[src/verilog/rv_isa_pkg.sv]
// rv_isa_pkg: RV32I subset opcodes, funct codes, ALU operation codes, instruction union
`default_nettype none

package rv_isa_pkg;

    // major opcodes
    localparam logic [6:0] opc_op     = 7'b0110011;
    localparam logic [6:0] opc_op_imm = 7'b0010011;
    localparam logic [6:0] opc_load   = 7'b0000011;
    localparam logic [6:0] opc_store  = 7'b0100011;

    // funct fields
    localparam logic [2:0] f3_add_sub = 3'b000;
    localparam logic [2:0] f3_slt     = 3'b010;
    localparam logic [2:0] f3_xor     = 3'b100;
    localparam logic [2:0] f3_or      = 3'b110;
    localparam logic [2:0] f3_and     = 3'b111;
    localparam logic [2:0] f3_word    = 3'b010;
    localparam logic [6:0] f7_sub     = 7'b0100000;

    // alu operations
    localparam int unsigned alu_w = 3;
    localparam logic [alu_w-1:0] alu_add = 3'd0;
    localparam logic [alu_w-1:0] alu_sub = 3'd1;
    localparam logic [alu_w-1:0] alu_and = 3'd2;
    localparam logic [alu_w-1:0] alu_or  = 3'd3;
    localparam logic [alu_w-1:0] alu_xor = 3'd4;
    localparam logic [alu_w-1:0] alu_slt = 3'd5;

    typedef struct packed {
        logic [6:0] funct7;
        logic [4:0] rs2;
        logic [4:0] rs1;
        logic [2:0] funct3;
        logic [4:0] rd;
        logic [6:0] opcode;
    } r_fmt_t;

    typedef struct packed {
        logic [11:0] imm;
        logic [4:0]  rs1;
        logic [2:0]  funct3;
        logic [4:0]  rd;
        logic [6:0]  opcode;
    } i_fmt_t;

    // store immediate is split around rs2/rs1
    typedef struct packed {
        logic [6:0] imm_hi;
        logic [4:0] rs2;
        logic [4:0] rs1;
        logic [2:0] funct3;
        logic [4:0] imm_lo;
        logic [6:0] opcode;
    } s_fmt_t;

    typedef union packed {
        r_fmt_t r_fmt;
        i_fmt_t i_fmt;
        s_fmt_t s_fmt;
    } instr_t;

endpackage

`default_nettype wire

[src/verilog/execute_stage.sv]
// execute_stage: operand forwarding, ALU, address generation, EX/MEM register
`default_nettype none

module execute_stage (
    input  logic                         clk,
    input  logic                         rstn,
    input  logic [4:0]                   ex_rs1_addr,
    input  logic [4:0]                   ex_rs2_addr,
    input  logic [4:0]                   ex_rd,
    input  logic [31:0]                  ex_imm,
    input  logic [rv_isa_pkg::alu_w-1:0] ex_alu_op,
    input  logic                         ex_has_imm,
    input  logic                         ex_regwrite,
    input  logic                         ex_memread,
    input  logic                         ex_memwrite,
    input  logic [31:0]                  ex_op_a,
    input  logic [31:0]                  ex_op_b_reg,
    input  logic                         wb_we,
    input  logic [4:0]                   wb_rd,
    input  logic [31:0]                  wb_data,
    output logic [4:0]                   mem_rd,
    output logic [31:0]                  mem_result,
    output logic [31:0]                  mem_store_data,
    output logic                         mem_regwrite,
    output logic                         mem_memread,
    output logic                         mem_memwrite
);
    import rv_isa_pkg::*;

    logic [31:0] fwd_a;
    logic [31:0] fwd_b;
    logic [31:0] alu_b;
    logic [31:0] alu_y;

    // newest producer wins, a load in MEM has only its address here
    function automatic logic [31:0] fwd(input logic [4:0] src, input logic [31:0] reg_val);
        if (mem_regwrite && !mem_memread && (mem_rd != 5'd0) && (mem_rd == src)) begin
            return mem_result;
        end
        if (wb_we && (wb_rd != 5'd0) && (wb_rd == src)) begin
            return wb_data;
        end
        return reg_val;
    endfunction

    assign fwd_a = fwd(ex_rs1_addr, ex_op_a);
    assign fwd_b = fwd(ex_rs2_addr, ex_op_b_reg);
    assign alu_b = ex_has_imm ? ex_imm : fwd_b;

    ////////////////////////////////////////////////////////////
    // alu, also forms the byte address for LW/SW
    ////////////////////////////////////////////////////////////
    always_comb begin
        case (ex_alu_op)
            alu_sub: alu_y = fwd_a - alu_b;
            alu_and: alu_y = fwd_a & alu_b;
            alu_or:  alu_y = fwd_a | alu_b;
            alu_xor: alu_y = fwd_a ^ alu_b;
            alu_slt: alu_y = {31'd0, $signed(fwd_a) < $signed(alu_b)};
            default: alu_y = fwd_a + alu_b;
        endcase
    end

    always_ff @(posedge clk or negedge rstn) begin
        if (!rstn) begin
            mem_regwrite <= 1'b0;
            mem_memread  <= 1'b0;
            mem_memwrite <= 1'b0;
        end else begin
            mem_regwrite <= ex_regwrite;
            mem_memread  <= ex_memread;
            mem_memwrite <= ex_memwrite;
        end
    end

    always_ff @(posedge clk) begin
        mem_rd         <= ex_rd;
        mem_result     <= alu_y;
        mem_store_data <= fwd_b;
    end

endmodule

`default_nettype wire

[config.mk]
export PLATFORM = sky130hd
export DESIGN_NAME = execute_stage
export DESIGN_NICKNAME = d
export VERILOG_FILES = /design/src/verilog/rv_isa_pkg.sv /design/src/verilog/execute_stage.sv
export SDC_FILE = /design/constraint.sdc
export NUM_CORES = 1
export LEC_CHECK = 0
export ABC_AREA = 1
export BUFFER_PORTS_ARGS = -buffer_cell sky130_fd_sc_hd__buf_2
export CAP_MARGIN = 20
export CORE_AREA = 5 5 167 201
export DETAILED_ROUTE_END_ITERATION = 8
export DIE_AREA = 0 0 172 206
export GPL_TIMING_DRIVEN = 0
export HOLD_SLACK_MARGIN = 0.02
export PLACE_DENSITY = 0.61
export SYNTH_ARGS = -nofsm -noshare
export SYNTH_HDL_FRONTEND = slang
export SYNTH_SLANG_ARGS = --single-unit
[constraint.sdc]
create_clock -name clk -period 3.2 [get_ports clk]
set_clock_uncertainty 0.05 [all_clocks]
set_input_delay 0.16 -clock clk [delete_from_list [all_inputs] [get_ports clk]]
set_output_delay 0.16 -clock clk [all_outputs]
set_load 0.02 [all_outputs]
# ---- Word-level counts from Yosys, hierarchy flattened
# Index checks and enable logic that the tools add are counted.
dict set report op_classes {
  n_addsub 2
  order_cmp 1
  eq_ne 9
  muxes 16
  bitwise_logic 3
  reduce_logical 10
}
# cell n
set op_table {}
lappend op_table {{two-way mux 32 bit} 9}
lappend op_table {{case mux 32 bit (5 select lines)} 1}
lappend op_table {{adder 32 bit} 1}
lappend op_table {{bitwise AND 32 bit} 1}
lappend op_table {{< comparator 32 bit} 1}
lappend op_table {{bitwise OR 32 bit} 1}
lappend op_table {{subtractor 32 bit} 1}
lappend op_table {{XOR 32 bit} 1}
lappend op_table {{equality test 5 bit} 4}
lappend op_table {{nonzero test 5 bit} 2}
lappend op_table {{logical AND 1 bit} 7}
lappend op_table {{equality test 3 x 2 -> 1 bit (second input constant)} 2}
lappend op_table {{equality test 3 bit (second input constant)} 2}
lappend op_table {{two-way mux 1 bit} 6}
lappend op_table {{equality test 3 x 1 -> 1 bit (second input constant)} 1}
lappend op_table {{zero test 1 bit} 1}
dict set report word_totals {
  register_bits 72
  in_bits 158
}

# ---- Logic depth before layout (Yosys ltp)
# Gate-level depths: netlist of the first run.
dict set report logic_depth {
  word_depth 11
  ltp_mapped 25
}

# ---- Worst setup path before layout of the first run
# No wires, ideal clock.
dict set report synth_timing {
  path_type {reg-to-reg}
  startpoint {reg mem_rd[1]}
  endpoint {reg mem_result[28]}
  setup_ns 0.121
  arrival_time_ns 2.962
  slack_ns 0.067
  path_stages_with_launch 21
  n_path_buf 1
  path_cell_list {dfxtp_1 -> xor2_1 -> nor4_4 -> nand3_4 -> buf_6 -> nand2_1 -> o21ai_2 -> inv_2 -> ha_1 -> inv_1 -> fa_1 -> inv_1 -> nand3_1 -> nand3_1 -> nand2_1 -> nand2_1 -> nand2_1 -> nand2_1 -> nand2_1 -> nand3_1 -> nand3_1}
}
dict set report synth_via {
  elab_chain_cells 8
}
# element line_no
set synth_rtl {}
lappend synth_rtl {{start, declared} execute_stage.sv:21} ;# output logic [4:0] mem_rd,
lappend synth_rtl {{start signal, assigned} execute_stage.sv:77} ;# mem_rd <= ex_rd;
lappend synth_rtl {{nonzero test 5 bit} execute_stage.sv:37} ;# if (mem_regwrite && !mem_memread && (mem_rd != 5'd0) && (mem_rd == src)) begin
lappend synth_rtl {{logical AND 1 bit (2 in a row)} execute_stage.sv:37}
lappend synth_rtl {{two-way mux 1 bit} execute_stage.sv:37}
lappend synth_rtl {{two-way mux 32 bit} execute_stage.sv:40} ;# if (wb_we && (wb_rd != 5'd0) && (wb_rd == src)) begin
lappend synth_rtl {{two-way mux 32 bit} execute_stage.sv:48} ;# assign alu_b = ex_has_imm ? ex_imm : fwd_b;
lappend synth_rtl {{adder 32 bit, or another cell as far along} execute_stage.sv:60} ;# default: alu_y = fwd_a + alu_b;
lappend synth_rtl {{case mux 32 bit (5 select lines) (*)} execute_stage.sv:54} ;# case (ex_alu_op)
lappend synth_rtl {{via alu_y[28]} execute_stage.sv:33} ;# logic [31:0] alu_y;
lappend synth_rtl {{end signal, assigned} execute_stage.sv:78} ;# mem_result <= alu_y;
lappend synth_rtl {{end, declared} execute_stage.sv:22} ;# output logic [31:0] mem_result,
# Mark *: on every way through the listed nets, which the timed path passes. The rest lies on a longest branch.

# ---- Final worst setup path of the first run
dict set report layout_timing {
  startpoint {reg mem_rd[0]}
  endpoint {reg mem_result[24]}
}
# The elaborated chain is that of the path after synthesis.

==> results.yml, run 1 <==
die:
  num_rows: 71
  die_area_um2: 35400
  die_y_um: 206
  core-area_um2: 31300
  initial_core_util_pct: 39.3
  die_w_um: 172
  io_pins: 230
synth:
  synth_edf_count: 0
  synth.area.top_cells: "nand2_1 (21%), dfxtp_1 (11%), inv_1 (11%)"
  yosysTopAreaCellShare_pct: 20.7
  synth_area_um2: 12300
  synth_xor_area_share_pct: 1.99
  ys_seq_elements: 72
  synth_fp_nets: 2394
  synth_compound_gate_area_share_pct: 16.6
  synth_cell_types: 46
  synth_top_flop_cell: "dfxtp_1"
  synth.avg_cell_area_um2: 5.77
  yosys-mux-area-fraction_pct: 0
  synth_top_family_by_area: "simple AND/OR/NAND/NOR gates"
  yosys.area_share.adder_pct: 10.8
  seq_area_frac_synth_pct: 11.8
  synth_most_common_cell: "nand2_1"
  netlist_instances: 2131
  synth.top_cells.by_count: "nand2_1 (678), inv_1 (365), nand3_1 (190)"
  yosysTopAreaCell: "nand2_1"
  yosys_warnings: 0
  synth_simple_gate_area_share_pct: 41.2
  ys_async_sr_fraction_pct: 4.17
global_route:
  antenna_found_initial: 0
  grtUsageTotal_pct: 33.5
  grt_first_pass_wirelength_um: 88900
  grt_overflow: 0
  grt_start_max_net_pins: 15
  first_global_vias: 14410
clock_network:
  clkTransAtPathRegs_ns: 0.07
  cts.sinks: 72
  cts_root_buf: "clkbuf_16"
  worstSkewPairLatency_ns: 0.36
  cts_tree: "built"
  cts_max_path_buffers: 2
  numCtsBuffers: 9
  htree_levels: 3
sta:
  hold_ws_ns: 0.0825
  timing.fmax_mhz: 296
  fin_ws_ns: -0.174
  worst_slew_pin_slew_ns: 0.982
  layout_min_cycle_time_ns: 3.37
  relSlewSlack_pct: 34.6
  setup_violations: 28
  drv_slew: 0
  hold_violations: 0
  rsz0062_at_grt: "yes"
  period_share_pct: 105
outcome:
  violations: "negative setup slack"
  status: "finished with violations"
run:
  cap_violations: 0
placement:
  numPortBuffers: 228
  dp_hpwl_um: 52300
  globalplace.congestion: 0.987
  place_ws_ns: -1.17
setup_path:
  reg2reg_depth: 23
  arrival_ns: 3.62
  timing.rr.start: "mem_rd[0]"
  worstPathRequired_ns: 3.44
  crit_path_max_fanout: 5
  critPathCaptureType: "register"
  start_kind: "register"
  criticalPathCategory: "reg2reg"
  startpoint: "mem_rd[0]"
route:
  totalWireLength_um: 62900
  ant_nets: 0
  dr.pass1.iters: 6
  initialDrtViolationCount: 1382
  drc_errors: 0
  viasPerCell: 5.38
  vias: 15325
  wl_per_cell_um: 22.1
power_and_ir_drop:
  worst_ir_drop_vdd_uv: 249
  leakage_uw: 0.00926
  power_density_nw_per_um2: 344
final_layout:
  syn_to_final_growth_pct: 36.6
  nets: 2702
  drive_above_1_share_pct: 36.8
worst_hold_path:
  hold_class: "in2async"
[state kept, by name (all words and copies together) (netlist names)]
register        count
mem_memread         1
mem_memwrite        1
mem_rd              5
mem_regwrite        1
mem_result         32
mem_store_data     32
[where the power goes]
group	internal (uW)	total (uW)	switching (uW)
clock	611	1070	454
sequential	1030	1210	180
combinational	1210	3510	2300
total	2850	5780	2940
[cell families after synthesis]
logic type | Yosys count
flip-flops | 72
XOR/XNOR | 28
AND/OR/NAND/NOR | 1120
AO/OA/AOI/OAI | 306
buffers and inverters | 500
adder cells (fa/ha/maj) | 105
[worst paths after layout]
path / endpoint / slack, ns
worst max-delay path: mem_result[24] / -0.17
worst min-delay path: mem_memread / 0.08
worst max register to register: mem_result[24] / -0.17
worst min register to register: mem_store_data[30] / 0.50
max in group asynchronous: mem_memwrite / 2.90
min in group clk: mem_store_data[8] / 0.16
[critical path, stage by stage, from the launching register on]
cell      delay [ns]
dfxtp_4         0.37
xnor2_2         0.16
nand2_2         0.11
nor3_4          0.25
nand2_4         0.10
buf_12          0.16
buf_8           0.14
nand3_2         0.08
o211ai_1        0.10
nand2_2         0.15
ha_4            0.19
inv_1           0.06
fa_2            0.37
inv_2           0.10
nand3_1         0.09
nand3_2         0.12
nand2_1         0.08
nand2_2         0.09
nand2_1         0.09
nand3_1         0.10
nand2_1         0.07
nand2_2         0.09
nand2_1         0.07
nand3_2         0.10
[routing by layer]
| metal | GRT usage, % | up-vias | routed length, um |
|---|---|---|---|
| met5 | 0 | - | 0 |
| met3 | 3.73 | 119 | 4960 |
| met2 | 57.8 | 729 | 29600 |
| li1 | - | 7323 | - |
| met1 | 42.4 | 7154 | 25400 |
| met4 | 13.6 | 0 | 2920 |
[cells in the final DEF, fill, tap and decap left out, types with 16 or more instances in the layout]
master / count
nor2_2: 34
buf_6: 33
nor2_1: 51
nor2_4: 28
dfxtp_1: 64
a21oi_1: 55
nand2_1: 582
nand2_4: 22
clkbuf_1: 18
buf_2: 244
nand3_1: 136
buf_4: 62
or2_2: 34
nand3_2: 104
inv_1: 341
o21ai_2: 28
ha_4: 22
a21oi_2: 25
ha_1: 79
xor2_1: 16
inv_2: 56
o22ai_1: 25
o211ai_1: 39
o21ai_0: 31
o211ai_2: 28
nand2_2: 77
o21ai_1: 53
[metrics by stage]
stage	instance area, um2	setup TNS [ns]	power, uW	util, %	std cells
final	16800	-2.46	5780	53.7	2846
after global placement	13900	-23.85	3930	44.6	2760
after detailed placement	13900	-23.14	3940	44.6	2760
after floorplan	12300	0	2910	-	2131
after global routing	16800	-5.98	6080	53.7	2845
after CTS	16300	-1.15	5550	52.1	2829
[layout make-up]
| type | instances | area, um2 |
|---|---|---|
| Clock inverter | 7 | 76.3 |
| Timing Repair Buffer | 297 | 1810 |
| Buffer | 95 | 877 |
| Tap cell | 401 | 502 |
| Sequential cell | 72 | 1470 |
| Clock buffer | 9 | 225 |
| Fill cell | 3253 | 14500 |
| Multi-Input combinational cell | 1560 | 10300 |
| Inverter | 404 | 1540 |
| Antenna cell | 1 | 2.50 |
[repair_timing]
action                                  in CTS  in global routing
endpoints found under the setup margin      32                 30
pin swaps                                   82                 66
hold endpoints to repair                    11                  0
buffers inserted                            40                 17
cloned                                       4                  1
hold buffers                                 9                  0
resized for setup                          409                 99
Note: power is estimated with default switching activity, not from simulation.
==> inputs of run 2 (changes only) <==
Settings changed: ABC_AREA 1 to not set, CORE_AREA 5 5 167 201 to 5 5 145 175, DIE_AREA 0 0 172 206 to 0 0 150 180, PLACE_DENSITY 0.61 to 0.63.
==> run 2 against run 1 <==
Compared with the run above: the flow still finishes with violations (negative setup slack); first-iteration DRC count decreased by 26%; count of clock-buffer cells in the layout increased by 3; via count decreased by 26%; final cell count decreased by 32%; flip-flop and latch count unchanged; non-clock buffer count increased by 23; synthesized cell count decreased by 41%; largest cell class unchanged; hold slack got worse by 0.014 ns; sequential power decreased by 7%; fmax decreased by 26%; critical endpoint is now mem_result[26]; die area decreased by 24%; critical path depth decreased by 8.
==> results.yml, run 2 <==
power_and_ir_drop:
  leakage_uw: 0.00602
  worst_ir_drop_vdd_uv: 266
  power_density_nw_per_um2: 378
route:
  dr.pass1.iters: 5
  wl_per_cell_um: 23.3
  drc_errors: 0
  viasPerCell: 5.87
  initialDrtViolationCount: 1018
  ant_nets: 0
  vias: 11359
  totalWireLength_um: 45100
synth:
  synth_most_common_cell: "a21oi_1"
  synth_area_um2: 9190
  yosysTopAreaCell: "dfxtp_1"
  ys_seq_elements: 72
  yosys-mux-area-fraction_pct: 11.8
  synth_edf_count: 0
  yosys_warnings: 0
  netlist_instances: 1262
  synth_xor_area_share_pct: 4.19
  seq_area_frac_synth_pct: 15.8
  ys_async_sr_fraction_pct: 4.17
  yosysTopAreaCellShare_pct: 15.0
  synth_fp_nets: 1525
  synth_cell_types: 74
  synth.area.top_cells: "dfxtp_1 (15%), ha_1 (14%), mux2i_1 (8.6%)"
  synth_compound_gate_area_share_pct: 28.2
  synth.avg_cell_area_um2: 7.28
  synth.top_cells.by_count: "a21oi_1 (130), nor2_1 (120), nand2_1 (110)"
  synth_simple_gate_area_share_pct: 18.0
  synth_top_flop_cell: "dfxtp_1"
  synth_top_family_by_area: "compound AO/OA/AOI/OAI gates"
  yosys.area_share.adder_pct: 14.5
clock_network:
  cts_max_path_buffers: 2
  htree_levels: 3
  cts.sinks: 72
  clkTransAtPathRegs_ns: 0.07
  cts_tree: "built"
  worstSkewPairLatency_ns: 0.37
  cts_root_buf: "clkbuf_16"
  numCtsBuffers: 9
setup_path:
  criticalPathCategory: "reg2reg"
  critPathCaptureType: "register"
  arrival_ns: 4.82
  crit_chain: "or4_4, o21ai_4, buf_4, nor4_4, clkbuf_2, o21ai_1, ha_4, or4_4, or4b_4, nor3b_4, o31ai_4, nand4b_1, xnor2_1, nand2_1, a22oi_2"
  cpMostUsedCell: "or4_4"
  worstPathRequired_ns: 3.44
  crit_buf_inv: 2
  crit_path_max_fanout: 10
  cpMaxStageDelayCell: "o21ai_1"
  critical_path.top_delay_family: "simple AND/OR/NAND/NOR gates"
  start_kind: "register"
  max_stage_delay_ns: 0.59
placement:
  globalplace.congestion: 0.973
  place_inst: 1809
  placed_area_um2: 11200
  numPortBuffers: 227
  place_ws_ns: -2.34
  dp_hpwl_um: 32000
global_route:
  grt_overflow: 0
  first_global_vias: 10857
  grtUsageTotal_pct: 31.0
  grt_start_max_net_pins: 13
  antenna_found_initial: 1
  grt_first_pass_wirelength_um: 64300
outcome:
  violations: "negative setup slack"
  status: "finished with violations"
sta:
  hold_violations: 0
  drv_slew: 0
  setup_violations: 32
  final.setup.tns_ns: -33.66
  worst_slew_pin_slew_ns: 1.19
  fin_ws_ns: -1.38
  rsz0062_at_grt: "yes"
  hold_ws_ns: 0.0682
  period_share_pct: 143
  timing.fmax_mhz: 218
  relSlewSlack_pct: 20.7
  layout_min_cycle_time_ns: 4.58
die:
  initial_core_util_pct: 39.0
  die_y_um: 180
  num_rows: 62
  io_pins: 230
  die_w_um: 150
  core-area_um2: 23600
  die_area_um2: 27000
final_layout:
  antenna_cells: 0
  mostFrequentLayoutCell: "buf_2"
  drive_above_1_share_pct: 38.6
  syn_to_final_growth_pct: 50.0
  fin_area_um2: 13800
  final_cell_mix: "buf_2 (230), nand2_1 (108), nor2_1 (104)"
  stdcell_count: 1935
  nets: 1873
  reg.largest.list: "mem_result x32, mem_store_data x32, mem_rd x5"
worst_hold_path:
  hold_class: "in2async"
run:
  cap_violations: 0
[run 2: changes by cell type after synthesis, sizes merged, moves of 26 or more]
cell and delta:
mux2 +26, o21ai -36, a21oi +47, nand3 -229
or2 -29, clkbuf +36, nand2 -571, buf -53
o211ai -49, mux2i +79, inv -305
[run 2: final cells by class]
class / instances / area, um2
Clock buffer: 12 / 256
Sequential cell: 72 / 1460
Multi-Input combinational cell: 1013 / 8520
Clock inverter: 4 / 28.8
Inverter: 99 / 390
Tap cell: 320 / 400
Buffer: 74 / 502
Fill cell: 2164 / 9800
Timing Repair Buffer: 341 / 2220
[run 2: through the flow]
step           util (%)  power, uW
5_1_grt            58.5       5440
4_1_cts            55.0       4910
6_report           58.5       5210
2_1_floorplan         -       2710
3_5_place_dp       47.4       3440
3_3_place_gp       47.4       3440
[run 2: kinds of logic after synthesis]
family          count (synthesis)
flops                          72
xor+xnor                       44
buf+inv                       178
compound gates                400
fa+ha+maj                     105
simple gates                  358
mux                           105
[run 2: report_power, final]
| group | total (uW) | switching [uW] | internal (uW) |
|---|---|---|---|
| Clock | 1040 | 473 | 569 |
| Combinational | 3040 | 1770 | 1280 |
| Sequential | 1120 | 96.3 | 1020 |
[run 2: worst paths after layout]
| kind | from | end | slack (ns) | cells after the start |
|---|---|---|---|---|
| min in group clk | ex_op_b_reg[12] | mem_store_data[12] | 0.08 | 3 |
| max reg2reg | mem_rd[2] | mem_result[26] | -1.38 | 15 |
| max | mem_rd[2] | mem_result[26] | -1.38 | 15 |
| min reg2reg | mem_result[2] | mem_store_data[2] | 0.47 | 2 |
| max in group asynchronous | rstn | mem_regwrite | 2.91 | 2 |
| min | rstn | mem_memread | 0.07 | 2 |
[run 2: repair_timing]
item / CTS / global route
hold buffers: 9 / 0
setup buffers: 55 / 53
resized for setup: 213 / 113
setup endpoints to repair: 32 / 32
cloned: 4 / 2
hold endpoints to repair: 11 / 0
pin swaps: 62 / 66
[run 2: per-layer routing]
metal	vias up	GRT usage [%]	wire, um
met2	593	53.2	21700
met4	2	13.0	2090
li1	5203	-	-
met5	-	0	13
met3	126	4.69	3780
met1	5435	38.2	17500
